[src/rtl/rrag_pkg.sv]
package rrag_pkg;

    // ########################################
    // Sizes
    // ########################################

    localparam int num_regs    = 8;
    localparam int reg_idx_w   = 3;
    localparam int ptcid_w     = 7;
    localparam int num_rd      = 4;
    localparam int sel_w       = 16;
    localparam int lim_w       = 20;
    localparam int num_seg_lim = 6;

    // Operand and address size where an access covers 2^size bytes
    typedef logic [1:0] size_t;

    localparam size_t size_byte  = 2'd0;
    localparam size_t size_word  = 2'd1;
    localparam size_t size_dword = 2'd2;

    // Reset limits for ES, CS, SS, DS, FS and GS with ES in element 0
    localparam logic [num_seg_lim-1:0][lim_w-1:0] seg_lim_reset = {
        20'h00fff,
        20'h007ff,
        20'h03fff,
        20'h1ffff,
        20'h0ffff,
        20'h04fff
    };

    // ########################################
    // Structs
    // ########################################

    typedef struct packed {
        logic                 valid;
        logic [reg_idx_w-1:0] addr;
        size_t                size;
        logic [31:0]          data;
        logic [ptcid_w-1:0]   ptcid;
    } gpr_wb_t;

    typedef struct packed {
        logic                 valid;
        logic [reg_idx_w-1:0] addr;
        logic [sel_w-1:0]     selector;
        logic [ptcid_w-1:0]   ptcid;
    } seg_wb_t;

    // Read slot 0 is the plain operand, 1 the base, 2 the index, 3 the second address
    typedef struct packed {
        logic [num_rd-1:0][reg_idx_w-1:0] gpr_addr;
        logic [num_rd-1:0][reg_idx_w-1:0] seg_addr;
        size_t                            opsize;
        logic                             usereg2;
        logic                             usereg3;
        logic [1:0]                       scale;
        logic [31:0]                      disp;
        logic [1:0]                       mem1_rw;
        logic [1:0]                       mem2_rw;
        logic                             is_rep;
        logic [num_regs-1:0]              gpr_dest;
        logic [num_regs-1:0]              seg_dest;
    } uop_t;

    typedef struct packed {
        logic [31:0] mem_addr1;
        logic [31:0] mem_addr1_end;
        logic [31:0] mem_addr2;
        logic [31:0] mem_addr2_end;
        logic [31:0] rep_num;
    } agen_t;

endpackage

[src/rtl/addr_gen.sv]
module addr_gen
    import rrag_pkg::*;
(
    input  uop_t                         uop,
    input  logic [num_rd-1:0][31:0]      gpr_data,
    input  logic [num_rd-1:0][sel_w-1:0] seg_sel,
    output agen_t                        agen
);

    logic [31:0] base;
    logic [31:0] scaled_index;
    logic [31:0] offset;
    logic [31:0] seg1_base;
    logic [31:0] seg2_base;
    logic [31:0] last_byte;

    // ########################################
    // Effective address of the first operand
    // ########################################

    assign base         = uop.usereg2 ? gpr_data[1] : 32'h0;
    assign scaled_index = gpr_data[2] << uop.scale;

    // Without an index the offset is r2 whether or not usereg2 is set
    assign offset = uop.usereg3 ? base + scaled_index : gpr_data[1];

    // Segment selector shifted up by 16 acts as the segment base
    assign seg1_base = {seg_sel[0], 16'h0000};
    assign seg2_base = {seg_sel[1], 16'h0000};

    // ########################################
    // Addresses and end addresses
    // ########################################

    // Offset of the last byte of an access of opsize bytes
    assign last_byte = (32'd1 << uop.opsize) - 32'd1;

    always_comb begin
        agen.mem_addr1     = offset + uop.disp + seg1_base;
        agen.mem_addr2     = gpr_data[3] + seg2_base;
        agen.mem_addr1_end = agen.mem_addr1 + last_byte;
        agen.mem_addr2_end = agen.mem_addr2 + last_byte;
        agen.rep_num       = uop.is_rep ? gpr_data[3] : 32'h0;
    end

endmodule

[src/rtl/gpr_file.sv]
module gpr_file
    import rrag_pkg::*;
(
    input  logic                             clk,
    input  logic                             reset,
    input  logic                             issue,
    input  gpr_wb_t                          wb,
    input  logic [num_rd-1:0][reg_idx_w-1:0] rd_addr,
    input  size_t                            rd_size,
    input  logic [num_regs-1:0]              dest_mask,
    input  logic [ptcid_w-1:0]               new_ptcid,
    input  logic                             ptc_clear,
    output logic [num_rd-1:0][31:0]          rd_data,
    output logic [num_rd-1:0]                rd_pending
);

    logic [num_regs-1:0][31:0] regs;

    // Byte and word writes leave the upper part of the register alone
    always_ff @(posedge clk) begin
        if (reset) begin
            regs <= '0;
        end else if (wb.valid) begin
            case (wb.size)
                size_byte: regs[wb.addr][7:0]  <= wb.data[7:0];
                size_word: regs[wb.addr][15:0] <= wb.data[15:0];
                default:   regs[wb.addr]       <= wb.data;
            endcase
        end
    end

    // Reads return the low opsize bytes, zero-extended
    always_comb begin
        for (int i = 0; i < num_rd; i++) begin
            case (rd_size)
                size_byte: rd_data[i] = {24'h000000, regs[rd_addr[i]][7:0]};
                size_word: rd_data[i] = {16'h0000, regs[rd_addr[i]][15:0]};
                default:   rd_data[i] = regs[rd_addr[i]];
            endcase
        end
    end

    pending_scoreboard u_sb (
        .clk        (clk),
        .reset      (reset),
        .issue      (issue),
        .dest_mask  (dest_mask),
        .new_ptcid  (new_ptcid),
        .wb_valid   (wb.valid),
        .wb_addr    (wb.addr),
        .wb_ptcid   (wb.ptcid),
        .ptc_clear  (ptc_clear),
        .rd_addr    (rd_addr),
        .rd_pending (rd_pending)
    );

    // The writeback stage only ever produces byte, word or dword results
    wb_size_legal: assert property (
        @(posedge clk) disable iff (reset)
        wb.valid |-> wb.size != 2'd3
    ) else $error("writeback with size 3");

endmodule

[src/rtl/issue_control.sv]
module issue_control
    import rrag_pkg::*;
(
    input  uop_t              uop,
    input  logic [num_rd-1:0] gpr_pending,
    input  logic              valid_in,
    input  logic              latch_empty,
    input  logic              fwd_stall,
    output logic              stall,
    output logic              issue
);

    logic mem1_stall;
    logic mem2_stall;

    // Only the registers that feed an address can hold the stage
    assign mem1_stall = (|uop.mem1_rw) &&
                        ((uop.usereg2 && gpr_pending[1]) || (uop.usereg3 && gpr_pending[2]));
    assign mem2_stall = ((|uop.mem2_rw) || uop.is_rep) && gpr_pending[3];

    always_comb begin
        stall = fwd_stall || mem1_stall || mem2_stall;
        issue = valid_in && !latch_empty && !stall;
    end

endmodule

[src/rtl/pending_scoreboard.sv]
module pending_scoreboard
    import rrag_pkg::*;
(
    input  logic                             clk,
    input  logic                             reset,
    input  logic                             issue,
    input  logic [num_regs-1:0]              dest_mask,
    input  logic [ptcid_w-1:0]               new_ptcid,
    input  logic                             wb_valid,
    input  logic [reg_idx_w-1:0]             wb_addr,
    input  logic [ptcid_w-1:0]               wb_ptcid,
    input  logic                             ptc_clear,
    input  logic [num_rd-1:0][reg_idx_w-1:0] rd_addr,
    output logic [num_rd-1:0]                rd_pending
);

    logic [num_regs-1:0]              pending;
    logic [num_regs-1:0][ptcid_w-1:0] tag;

    // A new issue takes priority over a writeback that clears the same entry
    always_ff @(posedge clk) begin
        if (reset) begin
            pending <= '0;
            tag     <= '0;
        end else begin
            for (int i = 0; i < num_regs; i++) begin
                if (ptc_clear) begin
                    pending[i] <= 1'b0;
                end else if (issue && dest_mask[i]) begin
                    pending[i] <= 1'b1;
                    tag[i]     <= new_ptcid;
                end else if (wb_valid && wb_addr == reg_idx_w'(i) && wb_ptcid == tag[i]) begin
                    pending[i] <= 1'b0;
                end
            end
        end
    end

    always_comb begin
        for (int i = 0; i < num_rd; i++) begin
            rd_pending[i] = pending[rd_addr[i]];
        end
    end

    // Results only come back for registers that some issued micro-op claimed
    wb_targets_pending: assert property (
        @(posedge clk) disable iff (reset)
        wb_valid |-> pending[wb_addr]
    ) else $error("writeback to register %0d which is not pending", wb_addr);

endmodule

[src/rtl/ptc_generator.sv]
module ptc_generator
    import rrag_pkg::*;
(
    input  logic               clk,
    input  logic               reset,
    input  logic               issue,
    output logic [ptcid_w-1:0] ptcid
);

    // The current value tags the micro-op that sits in the stage now
    always_ff @(posedge clk) begin
        if (reset) begin
            ptcid <= '0;
        end else if (issue) begin
            // Wraps modulo 2^ptcid_w
            ptcid <= ptcid + 1'b1;
        end
    end

endmodule

[src/rtl/rrag.sv]
module rrag
    import rrag_pkg::*;
(
    input  logic                         clk,
    input  logic                         reset,
    input  uop_t                         uop,
    input  logic                         valid_in,
    input  logic                         latch_empty,
    input  logic                         fwd_stall,
    input  gpr_wb_t                      gpr_wb,
    input  seg_wb_t                      seg_wb,
    input  logic                         ptc_clear,
    output logic                         valid_out,
    output logic                         stall,
    output logic [ptcid_w-1:0]           inst_ptcid,
    output logic [num_rd-1:0][31:0]      gpr_data,
    output logic [num_rd-1:0][sel_w-1:0] seg_sel,
    output logic [num_rd-1:0][lim_w-1:0] seg_lim,
    output agen_t                        agen
);

    logic              issue;
    logic [num_rd-1:0] gpr_pending;

    assign valid_out = issue;

    ptc_generator u_ptcgen (
        .clk   (clk),
        .reset (reset),
        .issue (issue),
        .ptcid (inst_ptcid)
    );

    gpr_file u_gpr (
        .clk        (clk),
        .reset      (reset),
        .issue      (issue),
        .wb         (gpr_wb),
        .rd_addr    (uop.gpr_addr),
        .rd_size    (uop.opsize),
        .dest_mask  (uop.gpr_dest),
        .new_ptcid  (inst_ptcid),
        .ptc_clear  (ptc_clear),
        .rd_data    (gpr_data),
        .rd_pending (gpr_pending)
    );

    // Segment pending bits are tracked but do not enter the stall rule
    seg_file u_seg (
        .clk        (clk),
        .reset      (reset),
        .issue      (issue),
        .wb         (seg_wb),
        .rd_addr    (uop.seg_addr),
        .dest_mask  (uop.seg_dest),
        .new_ptcid  (inst_ptcid),
        .ptc_clear  (ptc_clear),
        .sel        (seg_sel),
        .lim        (seg_lim),
        .rd_pending ()
    );

    addr_gen u_agen (
        .uop      (uop),
        .gpr_data (gpr_data),
        .seg_sel  (seg_sel),
        .agen     (agen)
    );

    issue_control u_issue (
        .uop         (uop),
        .gpr_pending (gpr_pending),
        .valid_in    (valid_in),
        .latch_empty (latch_empty),
        .fwd_stall   (fwd_stall),
        .stall       (stall),
        .issue       (issue)
    );

endmodule

[src/rtl/seg_file.sv]
module seg_file
    import rrag_pkg::*;
(
    input  logic                             clk,
    input  logic                             reset,
    input  logic                             issue,
    input  seg_wb_t                          wb,
    input  logic [num_rd-1:0][reg_idx_w-1:0] rd_addr,
    input  logic [num_regs-1:0]              dest_mask,
    input  logic [ptcid_w-1:0]               new_ptcid,
    input  logic                             ptc_clear,
    output logic [num_rd-1:0][sel_w-1:0]     sel,
    output logic [num_rd-1:0][lim_w-1:0]     lim,
    output logic [num_rd-1:0]                rd_pending
);

    logic [num_regs-1:0][sel_w-1:0] sel_q;
    logic [num_regs-1:0][lim_w-1:0] lim_q;
    logic [num_regs-1:0][lim_w-1:0] lim_init;

    // The two upper segments have no reset limit
    assign lim_init = {{((num_regs - num_seg_lim) * lim_w){1'b0}}, seg_lim_reset};

    always_ff @(posedge clk) begin
        if (reset) begin
            sel_q <= '0;
            lim_q <= lim_init;
        end else if (wb.valid) begin
            sel_q[wb.addr] <= wb.selector;
        end
    end

    always_comb begin
        for (int i = 0; i < num_rd; i++) begin
            sel[i] = sel_q[rd_addr[i]];
            lim[i] = lim_q[rd_addr[i]];
        end
    end

    pending_scoreboard u_sb (
        .clk        (clk),
        .reset      (reset),
        .issue      (issue),
        .dest_mask  (dest_mask),
        .new_ptcid  (new_ptcid),
        .wb_valid   (wb.valid),
        .wb_addr    (wb.addr),
        .wb_ptcid   (wb.ptcid),
        .ptc_clear  (ptc_clear),
        .rd_addr    (rd_addr),
        .rd_pending (rd_pending)
    );

endmodule

[config.mk]
export PLATFORM = sky130hd
export DESIGN_NAME = rrag
export DESIGN_NICKNAME = d
export VERILOG_FILES = /design/src/rtl/rrag_pkg.sv /design/src/rtl/addr_gen.sv /design/src/rtl/gpr_file.sv /design/src/rtl/issue_control.sv /design/src/rtl/pending_scoreboard.sv /design/src/rtl/ptc_generator.sv /design/src/rtl/rrag.sv /design/src/rtl/seg_file.sv
export SDC_FILE = /design/constraint.sdc
export NUM_CORES = 2
export LEC_CHECK = 0
export BUFFER_PORTS_ARGS = -buffer_cell sky130_fd_sc_hd__buf_2
export CAP_MARGIN = 5
export CORE_UTILIZATION = 25
export DETAILED_ROUTE_END_ITERATION = 10
export PLACE_DENSITY = 0.55
export SYNTH_ARGS = -nofsm -noshare
export SYNTH_HDL_FRONTEND = slang
export SYNTH_SLANG_ARGS = --single-unit
[constraint.sdc]
create_clock -name clk -period 12.9 [get_ports clk]
set_clock_uncertainty 0.1 [all_clocks]
set_input_delay 2.58 -clock clk [delete_from_list [all_inputs] [get_ports clk]]
set_output_delay 2.58 -clock clk [all_outputs]
set_load 0.005 [all_outputs]
==> impl_metrics.json <==
{
  "route.detailed.vias_per_inst": 5.19,
  "die_height_um": 395,
  "drt_first_pass_iters": 6,
  "worst_pin_slew_ns": 1.30,
  "clk_root_buffer_cell": "sky130_fd_sc_hd__clkbuf_16",
  "critical_path.endpoint_type": "output pin",
  "clock_sink_count": 455,
  "netlist.area_leader.share": 0.236,
  "rr_startpoint": "u_gpr.u_sb.pending[7]$_SDFFE_PP0P_",
  "asyncSetResetFlopFracSynth": 0,
  "avgRoutedWirePerCell_um": 24.8,
  "multi_input_area_um2": 28000,
  "dominantRegCellSynth": "sky130_fd_sc_hd__dfxtp_1",
  "initial_utilization": 0.253,
  "final_core_utilization": 0.316,
  "vdd_ir_drop_max_mv": 0.0942,
  "timing.slew.headroom": 0.129,
  "cts.hold.buffers_added": 0,
  "global_route_wire_length_before_repair_um": 247000,
  "layout.cells.most_common": "sky130_fd_sc_hd__nand2_1",
  "synth-seq-area-share": 0.236,
  "row_count": 143,
  "setup.worst_path.class": "input port to output pin",
  "cp_slowest_stage_delay_ns": 0.53,
  "place_congestion": 0.905,
  "dp_slack_ns": -0.345,
  "design.core.area_um2": 153000,
  "postSynthRegisterBits": 455,
  "ios": 602,
  "min_to": "u_gpr.u_sb.tag[29]$_SDFFE_PP0P_",
  "critPathArrivalTime_ns": 9.86,
  "drcViolationCount": 0,
  "post-dp-hpwl_um": 130000,
  "hold_path_depth": 2,
  "mappedNetlistArea_um2": 38600,
  "p_leak_nw": 20.0,
  "min-delay-start": "u_gpr.u_sb.tag[29]$_SDFFE_PP0P_",
  "synth_area_leaders": "sky130_fd_sc_hd__dfxtp_1 24%, sky130_fd_sc_hd__mux4_2 23%, sky130_fd_sc_hd__nand2_1 8.9%",
  "worst-r2r-setup-slack_ns": 9.07,
  "critical_path.most_common_cell": "sky130_fd_sc_hd__buf_4",
  "die_area_um2": 156000,
  "clk_pin_slew_ns": 0.06,
  "synthToLayoutAreaGrowth_pct": 24.8,
  "cts-htree-levels": 2,
  "syn_avg_cell_area_um2": 8.91,
  "hold_viol": 0,
  "die_width_um": 395,
  "final.min_clock_period_ns": 12.54,
  "drive_above_1_share": 0.345,
  "antenna_found_initial": 50,
  "clkLatencyLatePin_ns": 0.65,
  "r2r-end": "u_gpr.u_sb.tag[26]$_SDFFE_PP0P_",
  "layout.filler_cells": 15900,
  "fin_ws_ns": 0.358,
  "drv_cap": 0,
  "hold_class": "flop to flop",
  "remaining_overflow_grt": 0,
  "report.power.total_mw": 4.18,
  "ant_nets": 0,
  "syn_inst": 4335,
  "critical_path.startpoint_type": "input port",
  "setup_viol": 0,
  "maxClockFrequency_mhz": 79.7,
  "reg2reg_depth": 11,
  "numCtsBuffers": 54,
  "outcome": "complete, no violations",
  "design.final.nets": 5338,
  "timing.critical_path.fanout_max": 7,
  "wl_um": 176000,
  "cts_tree": "built",
  "detail_route.iter0.violations": 3779,
  "mostFrequentLayoutCells": "915 x sky130_fd_sc_hd__nand2_1, 565 x sky130_fd_sc_hd__buf_2, 541 x sky130_fd_sc_hd__a21oi_1, 455 x sky130_fd_sc_hd__dfxtp_1, 390 x sky130_fd_sc_hd__mux4_2",
  "post_synth_num_cell_types": 90,
  "track_usage": 0.215,
  "synth_enable_flop_cells": 0,
  "power.density_cell_area_nw_per_um2": 86.6,
  "slowest_stage": "sky130_fd_sc_hd__fa_1",
  "netlist.top_cell.by_area": "sky130_fd_sc_hd__dfxtp_1",
  "placement.io_buffers": 574,
  "grt_pass1_vias": 34300,
  "cp.required_ns": 10.22,
  "final.period_utilization": 0.972,
  "detailroute.via_count": 36800,
  "final_slew_viol_count": 0,
  "register_area_um2": 9110,
  "yosysWarningCount": 0,
  "cts.path.max_buffers": 3,
  "largest_net_degree_at_the_start_of_global_routing": 104
}
where the power goes:
group	internal, mW	leakage, nW	total [mW]	switching [mW]
logic	0.454	15.4	1.05	0.599
registers	1.43	3.68	1.45	0.0265
clock network	0.989	0.949	1.67	0.682
total	2.87	20.0	4.18	1.31
sequential cells by signal, indices dropped and copies added, names as in the netlist:
signal / cells
u_ptcgen.ptcid: 7
u_seg.sel_q: 128
u_gpr.u_sb.tag: 56
u_gpr.regs: 256
u_gpr.u_sb.pending: 8
cells by family (layout without fill, tap and decap cells):
| group | count (synthesis) | after routing | synth area share |
|---|---|---|---|
| multiplexers | 650 | 650 | 0.299 |
| AO/OA/AOI/OAI | 881 | 881 | 0.134 |
| other | 1 | 62 | 0.0000971 |
| flip-flops | 455 | 455 | 0.236 |
| AND/OR/NAND/NOR | 1430 | 1430 | 0.160 |
| buffers and inverters | 536 | 1198 | 0.0620 |
| XOR/XNOR | 194 | 194 | 0.0452 |
| adder cells (fa/ha/maj) | 188 | 188 | 0.0648 |
worst max-delay path by stage:
stage	from	to	slack, ns	cells after the start
floorplan	uop[75]	agen[124]	0.004	37
global placement	uop[77]	agen[122]	-0.39	39
detailed placement	uop[77]	agen[122]	-0.35	38
CTS	uop[78]	agen[122]	-0.01	42
global route	uop[78]	agen[127]	-0.04	39
finish	uop[75]	agen[124]	0.36	37
critical path, delay by kind of cell:
family          cells  cell delay, ns
simple gates        6            1.00
mux                 3            1.07
buf+inv             7            0.92
compound gates     14            2.68
fa+ha+maj           4            1.21
xor+xnor            3            0.38
cell type report:
class                           count  area share
Multi-Input combinational cell   3380       0.580
Clock inverter                     28     0.00797
Antenna cell                       25     0.00130
Tap cell                         2030      0.0527
Timing Repair Buffer              976       0.128
Inverter                          122     0.00950
Sequential cell                   455       0.189
Clock buffer                       72      0.0315
metrics by stage:
stage	instances	TNS [ns]	hold slack [ns]	area (um2)
after floorplan	4371	0	0.348	38800
after global placement	6913	-2.66	0.353	45100
after detailed placement	6913	-2.19	0.358	45100
after CTS	7038	-0.0125	0.366	47400
after global routing	7072	-0.109	0.386	48200
final	7088	0	0.365	48200
repair_timing:
action | in CTS | in global routing
resized for setup | 40 | 114
gates cloned | 2 | 1
setup endpoints to repair | 10 | 10
setup buffers | 23 | 24
pin swaps | 17 | 61
synthesized netlist by cell type, types with 79 or more instances:
master / instances
sky130_fd_sc_hd__mux2i_1: 136
sky130_fd_sc_hd__ha_1: 168
sky130_fd_sc_hd__xor2_1: 79
sky130_fd_sc_hd__a21oi_1: 567
sky130_fd_sc_hd__dfxtp_1: 455
sky130_fd_sc_hd__o21ai_0: 99
sky130_fd_sc_hd__xnor2_1: 111
sky130_fd_sc_hd__nor2b_1: 80
sky130_fd_sc_hd__mux2_2: 124
sky130_fd_sc_hd__nor2_1: 148
sky130_fd_sc_hd__nand3_1: 84
sky130_fd_sc_hd__buf_4: 89
sky130_fd_sc_hd__clkbuf_1: 227
sky130_fd_sc_hd__nand2_1: 917
sky130_fd_sc_hd__mux4_2: 390
sky130_fd_sc_hd__inv_1: 121
routing by layer:
| layer | part of all wire | GRT usage |
|---|---|---|
| met5 | 0.00083 | 0 |
| met4 | 0.046 | 0.0887 |
| met3 | 0.099 | 0.0575 |
| met2 | 0.44 | 0.324 |
| met1 | 0.42 | 0.289 |
No activity file was read; power rests on OpenSTA's default activity.
